`src/logic/microcode_pkg.sv`:
```
// Microcode field definitions
package microcode_pkg;

   localparam int uaddr_w   = 5;                   // raddr and waddr width
   localparam int uaction_w = 4;                   // action width

   typedef logic [uaddr_w-1:0]   uaddr_t;          // Read or write address field
   typedef logic [uaction_w-1:0] uaction_t;        // Action field
   typedef logic [2:0]           tgt_t;            // Target within a board
   typedef logic [2:0]           act_code_t;       // Action code within a board

   //////////////////////////////////////////////////////////////////////////
   // Address decode
   //////////////////////////////////////////////////////////////////////////

   localparam int addr_sel_bit   = 3;              // Must be 1 for this board
   localparam int addr_other_bit = 4;              // Must be 0 for this board

   //////////////////////////////////////////////////////////////////////////
   // Action decode
   //////////////////////////////////////////////////////////////////////////

   localparam int act_live_bit = 3;                // Action enable bit

   localparam act_code_t act_inc_pc = 3'd0;
   localparam act_code_t act_inc_dr = 3'd2;
   localparam act_code_t act_dec_dr = 3'd3;
   localparam act_code_t act_inc_ac = 3'd4;
   localparam act_code_t act_dec_ac = 3'd5;
   localparam act_code_t act_inc_sp = 3'd6;
   localparam act_code_t act_dec_sp = 3'd7;

endpackage

```
`src/logic/reg_board_pkg.sv`:
```
// Register board datapath definitions
package reg_board_pkg;

   //////////////////////////////////////////////////////////////////////////
   // Word and byte widths
   //////////////////////////////////////////////////////////////////////////

   localparam int word_w    = 16;                 // Processor bus width
   localparam int fp_byte_w = 8;                  // Front panel data width

   typedef logic [word_w-1:0]    word_t;          // One register or bus word
   typedef logic [fp_byte_w-1:0] fp_byte_t;       // One front panel byte
   typedef logic [1:0]           reg_idx_t;       // Major register index

   //////////////////////////////////////////////////////////////////////////
   // Major registers
   //////////////////////////////////////////////////////////////////////////

   localparam reg_idx_t reg_pc = 2'd0;            // Program counter
   localparam reg_idx_t reg_dr = 2'd1;            // Data register
   localparam reg_idx_t reg_ac = 2'd2;            // Accumulator
   localparam reg_idx_t reg_sp = 2'd3;            // Stack pointer
   localparam int       reg_count = 4;

   // Front panel scan order, low byte first
   typedef enum logic [2:0] {
      pc_lo, pc_hi, dr_lo, dr_hi, ac_lo, ac_hi, sp_lo, sp_hi
   } fp_slot_e;

   localparam int fp_slot_count   = 8;             // One select line per slot
   localparam int fp_dwell_cycles = 4;             // Clocks spent on each slot
   localparam int fp_dwell_w      = $clog2(fp_dwell_cycles);

endpackage

```
`src/logic/front_panel_scanner.sv`:
```
// Front panel byte scanner
`timescale 1ns/1ns

module front_panel_scanner (
   input  logic                                    clk4,
   input  logic                                    rst_n,
   input  reg_board_pkg::word_t                    pc_value,
   input  reg_board_pkg::word_t                    dr_value,
   input  reg_board_pkg::word_t                    ac_value,
   input  reg_board_pkg::word_t                    sp_value,
   output reg_board_pkg::fp_byte_t                 fpd,     // Byte on display
   output logic [reg_board_pkg::fp_slot_count-1:0] fp_sel   // One-hot slot strobe
);
   import reg_board_pkg::*;

   fp_slot_e              slot_q;                  // Slot on display
   logic [fp_dwell_w-1:0] dwell_q;                 // Clocks spent on this slot
   logic                  run_q;                   // Out of reset at least once

   ////////////////////////////////////////////////////////////////////////////
   // Slot sequencer
   ////////////////////////////////////////////////////////////////////////////

   always_ff @(posedge clk4) begin
      if (!rst_n) begin
         slot_q  <= pc_lo;
         dwell_q <= '0;
         run_q   <= 1'b0;
      end else begin
         run_q <= 1'b1;                            // First clock shows pc_lo
         if (run_q) begin
            if (dwell_q == fp_dwell_w'(fp_dwell_cycles - 1)) begin
               dwell_q <= '0;
               slot_q  <= fp_slot_e'(slot_q + 3'd1); // sp_hi wraps to pc_lo
            end else begin
               dwell_q <= dwell_q + 1'b1;
            end
         end
      end
   end

   ////////////////////////////////////////////////////////////////////////////
   // Display outputs
   ////////////////////////////////////////////////////////////////////////////

   always_comb begin
      fp_sel = '0;                                 // Dark until running
      if (run_q) fp_sel[slot_q] = 1'b1;
      case (slot_q)
         pc_lo:   fpd = pc_value[7:0];
         pc_hi:   fpd = pc_value[15:8];
         dr_lo:   fpd = dr_value[7:0];
         dr_hi:   fpd = dr_value[15:8];
         ac_lo:   fpd = ac_value[7:0];
         ac_hi:   fpd = ac_value[15:8];
         sp_lo:   fpd = sp_value[7:0];
         default: fpd = sp_value[15:8];            // sp_hi
      endcase
   end

endmodule

```
`src/logic/ibus_read_port.sv`:
```
// Processor bus read port
`timescale 1ns/1ns

module ibus_read_port (
   input  logic                                 clk4,
   input  logic                                 rst_n,
   input  logic [reg_board_pkg::reg_count-1:0]  rd_sel,    // One-hot from decoder
   input  reg_board_pkg::word_t                 pc_value,
   input  reg_board_pkg::word_t                 dr_value,
   input  reg_board_pkg::word_t                 ac_value,
   input  reg_board_pkg::word_t                 sp_value,
   output reg_board_pkg::word_t                 ibus_out,  // Data for the bus
   output logic                                 ibus_oe    // Drive the bus
);
   import reg_board_pkg::*;

   logic [reg_count-1:0] sel_q;                    // Select held for one cycle
   logic                 oe_q;

   // The select is registered at the same edge the registers update, so
   // the mux below sees the post-edge value, with any same-cycle write
   always_ff @(posedge clk4) begin
      if (!rst_n) begin
         sel_q <= '0;
         oe_q  <= 1'b0;
      end else begin
         sel_q <= rd_sel;
         oe_q  <= |rd_sel;                         // Any register requested
      end
   end

   always_comb begin
      ibus_out = '0;                               // Idle bus reads as zero
      if (sel_q[reg_pc]) ibus_out = pc_value;
      if (sel_q[reg_dr]) ibus_out = dr_value;
      if (sel_q[reg_ac]) ibus_out = ac_value;
      if (sel_q[reg_sp]) ibus_out = sp_value;
   end

   assign ibus_oe = oe_q;

endmodule

```
`src/logic/major_register.sv`:
```
// Major register with load and step
`timescale 1ns/1ns

module major_register (
   input  logic                 clk4,        // Write phase clock
   input  logic                 rst_n,
   input  reg_board_pkg::word_t load_value,  // Word from the processor bus
   input  logic                 wr,          // Load load_value
   input  logic                 inc,         // Add one
   input  logic                 dec,         // Subtract one
   output reg_board_pkg::word_t value,       // Current contents
   output logic                 zero         // Contents are zero
);

   ////////////////////////////////////////////////////////////////////////////
   // Register update
   ////////////////////////////////////////////////////////////////////////////

   // A bus write wins over a step issued in the same cycle.
   // Steps wrap modulo 2^16 through the natural width of value.
   always_ff @(posedge clk4) begin
      if (!rst_n) begin
         value <= '0;                              // Registers clear on reset
      end else if (wr) begin
         value <= load_value;                      // Load from bus
      end else if (inc) begin
         value <= value + 1'b1;                    // Wraps FFFF to 0000
      end else if (dec) begin
         value <= value - 1'b1;                    // Wraps 0000 to FFFF
      end
   end

   ////////////////////////////////////////////////////////////////////////////
   // Flags
   ////////////////////////////////////////////////////////////////////////////

   assign zero = (value == '0);                    // Only AC's is used

endmodule

```
`src/logic/microcode_decoder.sv`:
```
// Microcode field decoder
`timescale 1ns/1ns

module microcode_decoder (
   input  microcode_pkg::uaddr_t           raddr,     // Read address field
   input  microcode_pkg::uaddr_t           waddr,     // Write address field
   input  microcode_pkg::uaction_t         action,    // Action field
   output logic [reg_board_pkg::reg_count-1:0] rd_sel, // One-hot read select
   output logic [reg_board_pkg::reg_count-1:0] wr_en,  // Per-register write
   output logic [reg_board_pkg::reg_count-1:0] inc_en, // Per-register increment
   output logic [reg_board_pkg::reg_count-1:0] dec_en  // Per-register decrement
);
   import reg_board_pkg::*;
   import microcode_pkg::*;

   logic      rd_hit;                              // raddr targets this board
   logic      wr_hit;                              // waddr targets this board
   logic      act_live;
   tgt_t      rd_tgt;
   tgt_t      wr_tgt;
   act_code_t act_code;

   assign rd_hit   = raddr[addr_sel_bit] & ~raddr[addr_other_bit];
   assign wr_hit   = waddr[addr_sel_bit] & ~waddr[addr_other_bit];
   assign rd_tgt   = raddr[2:0];
   assign wr_tgt   = waddr[2:0];
   assign act_live = action[act_live_bit];
   assign act_code = action[2:0];

   // Targets 4 to 7 fall outside the loop and belong to other boards
   always_comb begin
      for (int i = 0; i < reg_count; i++) begin
         rd_sel[i] = rd_hit && (rd_tgt == tgt_t'(i));
         wr_en[i]  = wr_hit && (wr_tgt == tgt_t'(i));
      end
   end

   ////////////////////////////////////////////////////////////////////////////
   // Step actions
   ////////////////////////////////////////////////////////////////////////////

   always_comb begin
      inc_en = '0;
      dec_en = '0;                                 // PC never decrements
      if (act_live) begin
         case (act_code)
            act_inc_pc: inc_en[reg_pc] = 1'b1;
            act_inc_dr: inc_en[reg_dr] = 1'b1;
            act_dec_dr: dec_en[reg_dr] = 1'b1;
            act_inc_ac: inc_en[reg_ac] = 1'b1;
            act_dec_ac: dec_en[reg_ac] = 1'b1;
            act_inc_sp: inc_en[reg_sp] = 1'b1;
            act_dec_sp: dec_en[reg_sp] = 1'b1;
            default: ;                             // Code 1 acts elsewhere
         endcase
      end
   end

endmodule

```
`src/logic/reg_board.sv`:
```
// Register board top level
`timescale 1ns/1ns

module reg_board (
   input  logic                                    clk4,     // Board clock
   input  logic                                    rst_n,
   input  microcode_pkg::uaddr_t                   raddr,    // Microcode read field
   input  microcode_pkg::uaddr_t                   waddr,    // Microcode write field
   input  microcode_pkg::uaction_t                 action,   // Microcode action
   input  reg_board_pkg::word_t                    ibus_in,  // Processor bus in
   output reg_board_pkg::word_t                    ibus_out, // Processor bus out
   output logic                                    ibus_oe,  // Bus output enable
   output reg_board_pkg::word_t                    pc,       // Program counter
   output reg_board_pkg::word_t                    ac,       // Accumulator
   output logic                                    fz,       // AC is zero
   output reg_board_pkg::fp_byte_t                 fpd,      // Front panel data
   output logic [reg_board_pkg::fp_slot_count-1:0] fp_sel    // Front panel strobes
);
   import reg_board_pkg::*;

   ////////////////////////////////////////////////////////////////////////////
   // Local signals
   ////////////////////////////////////////////////////////////////////////////

   logic [reg_count-1:0] rd_sel;                   // Read select, one-hot
   logic [reg_count-1:0] wr_en;
   logic [reg_count-1:0] inc_en;
   logic [reg_count-1:0] dec_en;
   word_t                dr;                       // Data register value
   word_t                sp;                       // Stack pointer value

   ////////////////////////////////////////////////////////////////////////////
   // Decode and registers
   ////////////////////////////////////////////////////////////////////////////

   microcode_decoder u_decoder (
      .raddr  (raddr),
      .waddr  (waddr),
      .action (action),
      .rd_sel (rd_sel),
      .wr_en  (wr_en),
      .inc_en (inc_en),
      .dec_en (dec_en)
   );

   major_register u_pc (.clk4(clk4), .rst_n(rst_n), .load_value(ibus_in),
                        .wr(wr_en[reg_pc]), .inc(inc_en[reg_pc]),
                        .dec(dec_en[reg_pc]), .value(pc), .zero());

   major_register u_dr (.clk4(clk4), .rst_n(rst_n), .load_value(ibus_in),
                        .wr(wr_en[reg_dr]), .inc(inc_en[reg_dr]),
                        .dec(dec_en[reg_dr]), .value(dr), .zero());

   major_register u_ac (.clk4(clk4), .rst_n(rst_n), .load_value(ibus_in),
                        .wr(wr_en[reg_ac]), .inc(inc_en[reg_ac]),
                        .dec(dec_en[reg_ac]), .value(ac), .zero(fz));

   major_register u_sp (.clk4(clk4), .rst_n(rst_n), .load_value(ibus_in),
                        .wr(wr_en[reg_sp]), .inc(inc_en[reg_sp]),
                        .dec(dec_en[reg_sp]), .value(sp), .zero());

   ////////////////////////////////////////////////////////////////////////////
   // Bus read port and front panel
   ////////////////////////////////////////////////////////////////////////////

   ibus_read_port u_read_port (
      .clk4     (clk4),
      .rst_n    (rst_n),
      .rd_sel   (rd_sel),
      .pc_value (pc),
      .dr_value (dr),
      .ac_value (ac),
      .sp_value (sp),
      .ibus_out (ibus_out),
      .ibus_oe  (ibus_oe)
   );

   front_panel_scanner u_scanner (
      .clk4     (clk4),
      .rst_n    (rst_n),
      .pc_value (pc),
      .dr_value (dr),
      .ac_value (ac),
      .sp_value (sp),
      .fpd      (fpd),
      .fp_sel   (fp_sel)
   );

endmodule

```
`config.mk`:
```
export PLATFORM = sky130hd
export DESIGN_NAME = reg_board
export DESIGN_NICKNAME = d
export VERILOG_FILES = /design/src/logic/microcode_pkg.sv /design/src/logic/reg_board_pkg.sv /design/src/logic/front_panel_scanner.sv /design/src/logic/ibus_read_port.sv /design/src/logic/major_register.sv /design/src/logic/microcode_decoder.sv /design/src/logic/reg_board.sv
export SDC_FILE = /design/constraint.sdc
export NUM_CORES = 1
export LEC_CHECK = 0
export BUFFER_PORTS_ARGS = -buffer_cell sky130_fd_sc_hd__clkbuf_2
export CAP_MARGIN = 20
export CORE_AREA = 8 8 132 134
export DETAILED_ROUTE_END_ITERATION = 10
export DIE_AREA = 0 0 140 142
export PLACE_DENSITY_LB_ADDON = 0.15
export RECOVER_POWER = 50
export SLEW_MARGIN = 20
export SYNTH_ARGS = -nofsm -noshare
export SYNTH_HDL_FRONTEND = slang
export SYNTH_SLANG_ARGS = --single-unit
```
`constraint.sdc`:
```
create_clock -name clk4 -period 6.55 [get_ports clk4]
set_input_delay 0.655 -clock clk4 [delete_from_list [all_inputs] [get_ports clk4]]
set_output_delay 0.655 -clock clk4 [all_outputs]
set_load 0.01 [all_outputs]
```
==> impl_metrics.py <==
metrics = {
    "drt": {
        "wl_met2_um": 10600,
        "viasPerCell": 6.10,
        "top_layer_used": "met4",
        "drt_iter0_drc": 715,
        "wire_per_inst_um": 20.5,
        "finalWirelength_um": 24500,
        "drc": 0,
        "met1_length_um": 10800,
        "dr.pass1.iters": 6,
        "ant_nets": 0,
        "dr_wl_met3_um": 2230,
        "vias": 7307,
    },
    "sta": {
        "skew_ns": 0.00835,
        "setup_tns_ns": 0,
        "period_minus_slack_ns": 3.83,
        "hold_viol_final": 0,
        "fmax_mhz": 261,
        "slew_headroom_pct": -68.0,
        "worst-slew-pin-transition_ns": 2.52,
        "rsz0062_at_grt": "false",
        "finalMaxSlewViolations": 89,
        "post-route-period-util_pct": 58.4,
        "final-setup-viol-count": 0,
    },
    "synth": {
        "synth_top_area_share_pct": 22.3,
        "muxShareOfSynthArea_pct": 2.79,
        "synth_edf_count": 0,
        "synth.top_cells.by_area": "dfxtp_1, ha_1, a21oi_1, nand2_1, nor2_1",
        "syn_avg_cell_area_um2": 7.15,
        "synth-seq-cells": 75,
        "synthFlopType": "dfxtp_1",
        "synth-xor-area-share_pct": 5.08,
        "synthSimpleGateAreaFrac_pct": 26.4,
        "synthArstFlopShare_pct": 0,
        "synth_compound_area_share_pct": 28.3,
        "synth_nets": 1031,
        "yosys_warnings": 0,
        "yosysTopAreaCell": "dfxtp_1",
        "synth-seq-area-share_pct": 22.3,
        "synth_top_family_by_area": "compound AO/OA/AOI/OAI gates",
        "yosys-top-cells-count": "nand2_1, a21oi_1, nor2_1",
        "synth.most_common_cell": "nand2_1",
        "synth_fa_ha_area_share_pct": 11.1,
        "ys_types": 68,
        "synthCells": 941,
        "syn-cell-area_mm2": 0.00672,
    },
    "die": {
        "io_pins": 98,
        "die_y_um": 142,
        "row_count": 46,
        "start_util_pct": 43.6,
        "dieArea_mm2": 0.0199,
        "die_w_um": 140,
        "coreArea_mm2": 0.0154,
    },
    "setup_path": {
        "r2r_cells": 8,
        "cp_max_fo": 48,
        "start_kind": "input port",
        "arrival_ns": 4.06,
        "critPathKind": "input port to flop",
        "reg2reg_from": "u_ac.value[0]",
        "timing.rr.end": "u_ac.value[10]",
        "rrSetupSlack_ns": 3.92,
        "cp.required_ns": 6.79,
        "end_kind": "flop",
    },
    "grt": {
        "overflow": 0,
        "antenna_found_initial": 0,
        "grt_max_degree": 49,
        "grt_first_pass_wirelength_um": 38600,
        "grt_util_all_layers_pct": 24.8,
        "first_global_vias": 6833,
    },
    "finish": {
        "diodes": 0,
        "final_util_pct": 48.5,
        "drive_above_1_share_pct": 8.76,
        "nets": 1090,
        "final_cell_area_mm2": 0.00749,
        "final_cells": 1197,
        "area_growth_pct": 11.4,
    },
    "run_status": {
        "status": "finished with violations",
        "violations": "capacitance limit, slew limit",
    },
    "clocking": {
        "cts_sinks": 75,
        "cts_resized": 0,
        "tritoncts.num_buffers": 9,
        "clk_pin_slew_worst_paths_ns": 0.07,
        "h-tree-depth": 3,
        "clk_path_buf_depth": 2,
        "clk_latency_ns": 0.35,
        "cts_tree": "done",
        "postCtsHoldBufs": 0,
        "root_buffer": "clkbuf_16",
        "postCtsSetupRepairBufs": 0,
    },
    "power_and_ir_drop": {
        "vdd_ir_drop_max_mv": 0.117,
        "power_density_mw_per_mm2": 205,
        "p_leak_nw": 3.06,
    },
    "placement": {
        "placed_cells": 1181,
        "port_buffers": 97,
        "hpwlAfterDp_um": 18200,
        "gp_congestion": 0.909,
        "place_area_mm2": 0.00727,
    },
    "hold_path": {
        "hold_depth": 2,
        "worstHoldStart": "raddr[1]",
        "hold_end": "u_read_port.sel_q[0]",
        "hold_path_class": "input port to flop",
    },
    "flow_run": {
        "drv_cap": 3,
    },
}
## area by class of cell
cell class,instances,area [um^2]
fillers,1640,7940
clock buffers,9,225
repair buffers,99,443
inverters,19,71.3
flip-flops and latches,75,1500
multi-input cells,796,4940
well taps,192,240
clock inverters,7,67.6
## registers in the layout (all words and copies together) (netlist names)
| name | flops |
|---|---|
| u_read_port.ibus_oe | 1 |
| u_sp.value | 16 |
| u_scanner.slot_q | 3 |
| u_dr.value | 16 |
| u_read_port.sel_q | 4 |
| u_pc.value | 16 |
| u_ac.value | 16 |
| u_scanner.run_q | 1 |
| u_scanner.dwell_q | 2 |
## worst max path at each step
stage                     startpoint              to  slack (ns)  cells after the start
after floorplan            action[1]  u_ac.value[10]        3.27                     11
after global placement     action[2]  u_dr.value[11]        2.58                     11
after detailed placement   action[2]  u_dr.value[11]        2.42                     11
after CTS                  action[2]  u_dr.value[11]        2.78                     11
after global routing       action[1]  u_sp.value[14]        2.44                     11
final                          rst_n  u_ac.value[10]        2.72                      6
## critical path: stages
cell and delay (ns):
clkbuf_1 0.68, inv_1 0.25, clkbuf_1 1.82, a21oi_1 0.24
nor3_1 0.30, nand3_1 0.10
## metrics by stage
stage	hold WS [ns]	total power [mW]	worst slack (ns)
after global routing	0.518	1.63	2.44
final	0.512	1.54	2.72
after global placement	0.479	1.03	2.58
after CTS	0.500	1.54	2.78
after floorplan	0.465	0.895	3.27
after detailed placement	0.521	1.03	2.42
## per-layer routing
layer | vias to the layer above | global-route usage, %
met5 | - | 0
met1 | 3368 | 33.0
li1 | 3588 | -
met2 | 304 | 37.9
met3 | 47 | 5.50
met4 | 0 | 10.5
## cells in the final DEF (no fill, tap or decap), types with 4 or more instances in the layout
master,instances
a211oi_1,23
a21o_1,15
a21oi_1,111
a222oi_1,12
a22oi_1,4
a311oi_1,10
a31oi_1,11
and3_1,14
clkbuf_1,44
clkbuf_16,9
clkbuf_2,54
clkinv_2,4
dfxtp_1,75
ha_1,55
inv_1,19
mux2_2,6
mux2i_1,12
nand2_1,125
nand2b_1,7
nand3_1,29
nand4_1,16
nor2_1,111
nor3_1,17
nor3b_1,7
nor4_1,4
nor4b_1,8
o211ai_1,12
o21a_1,6
o21ai_0,70
o21bai_1,4
or2_2,5
or3_1,9
xnor2_1,22
xor2_1,17
## power breakdown
part           internal [mW]  switching [mW]  leakage (nW)
Combinational          0.210           0.276          2.30
Sequential             0.484          0.0576         0.611
Clock                  0.295           0.214         0.149
## cell families after synthesis
logic type	count (synthesis)
fa+ha+maj	58
buf+inv	70
mux	18
simple gates	374
xor+xnor	39
flops	75
compound gates	307
Note: power is estimated with default switching activity, not from simulation.
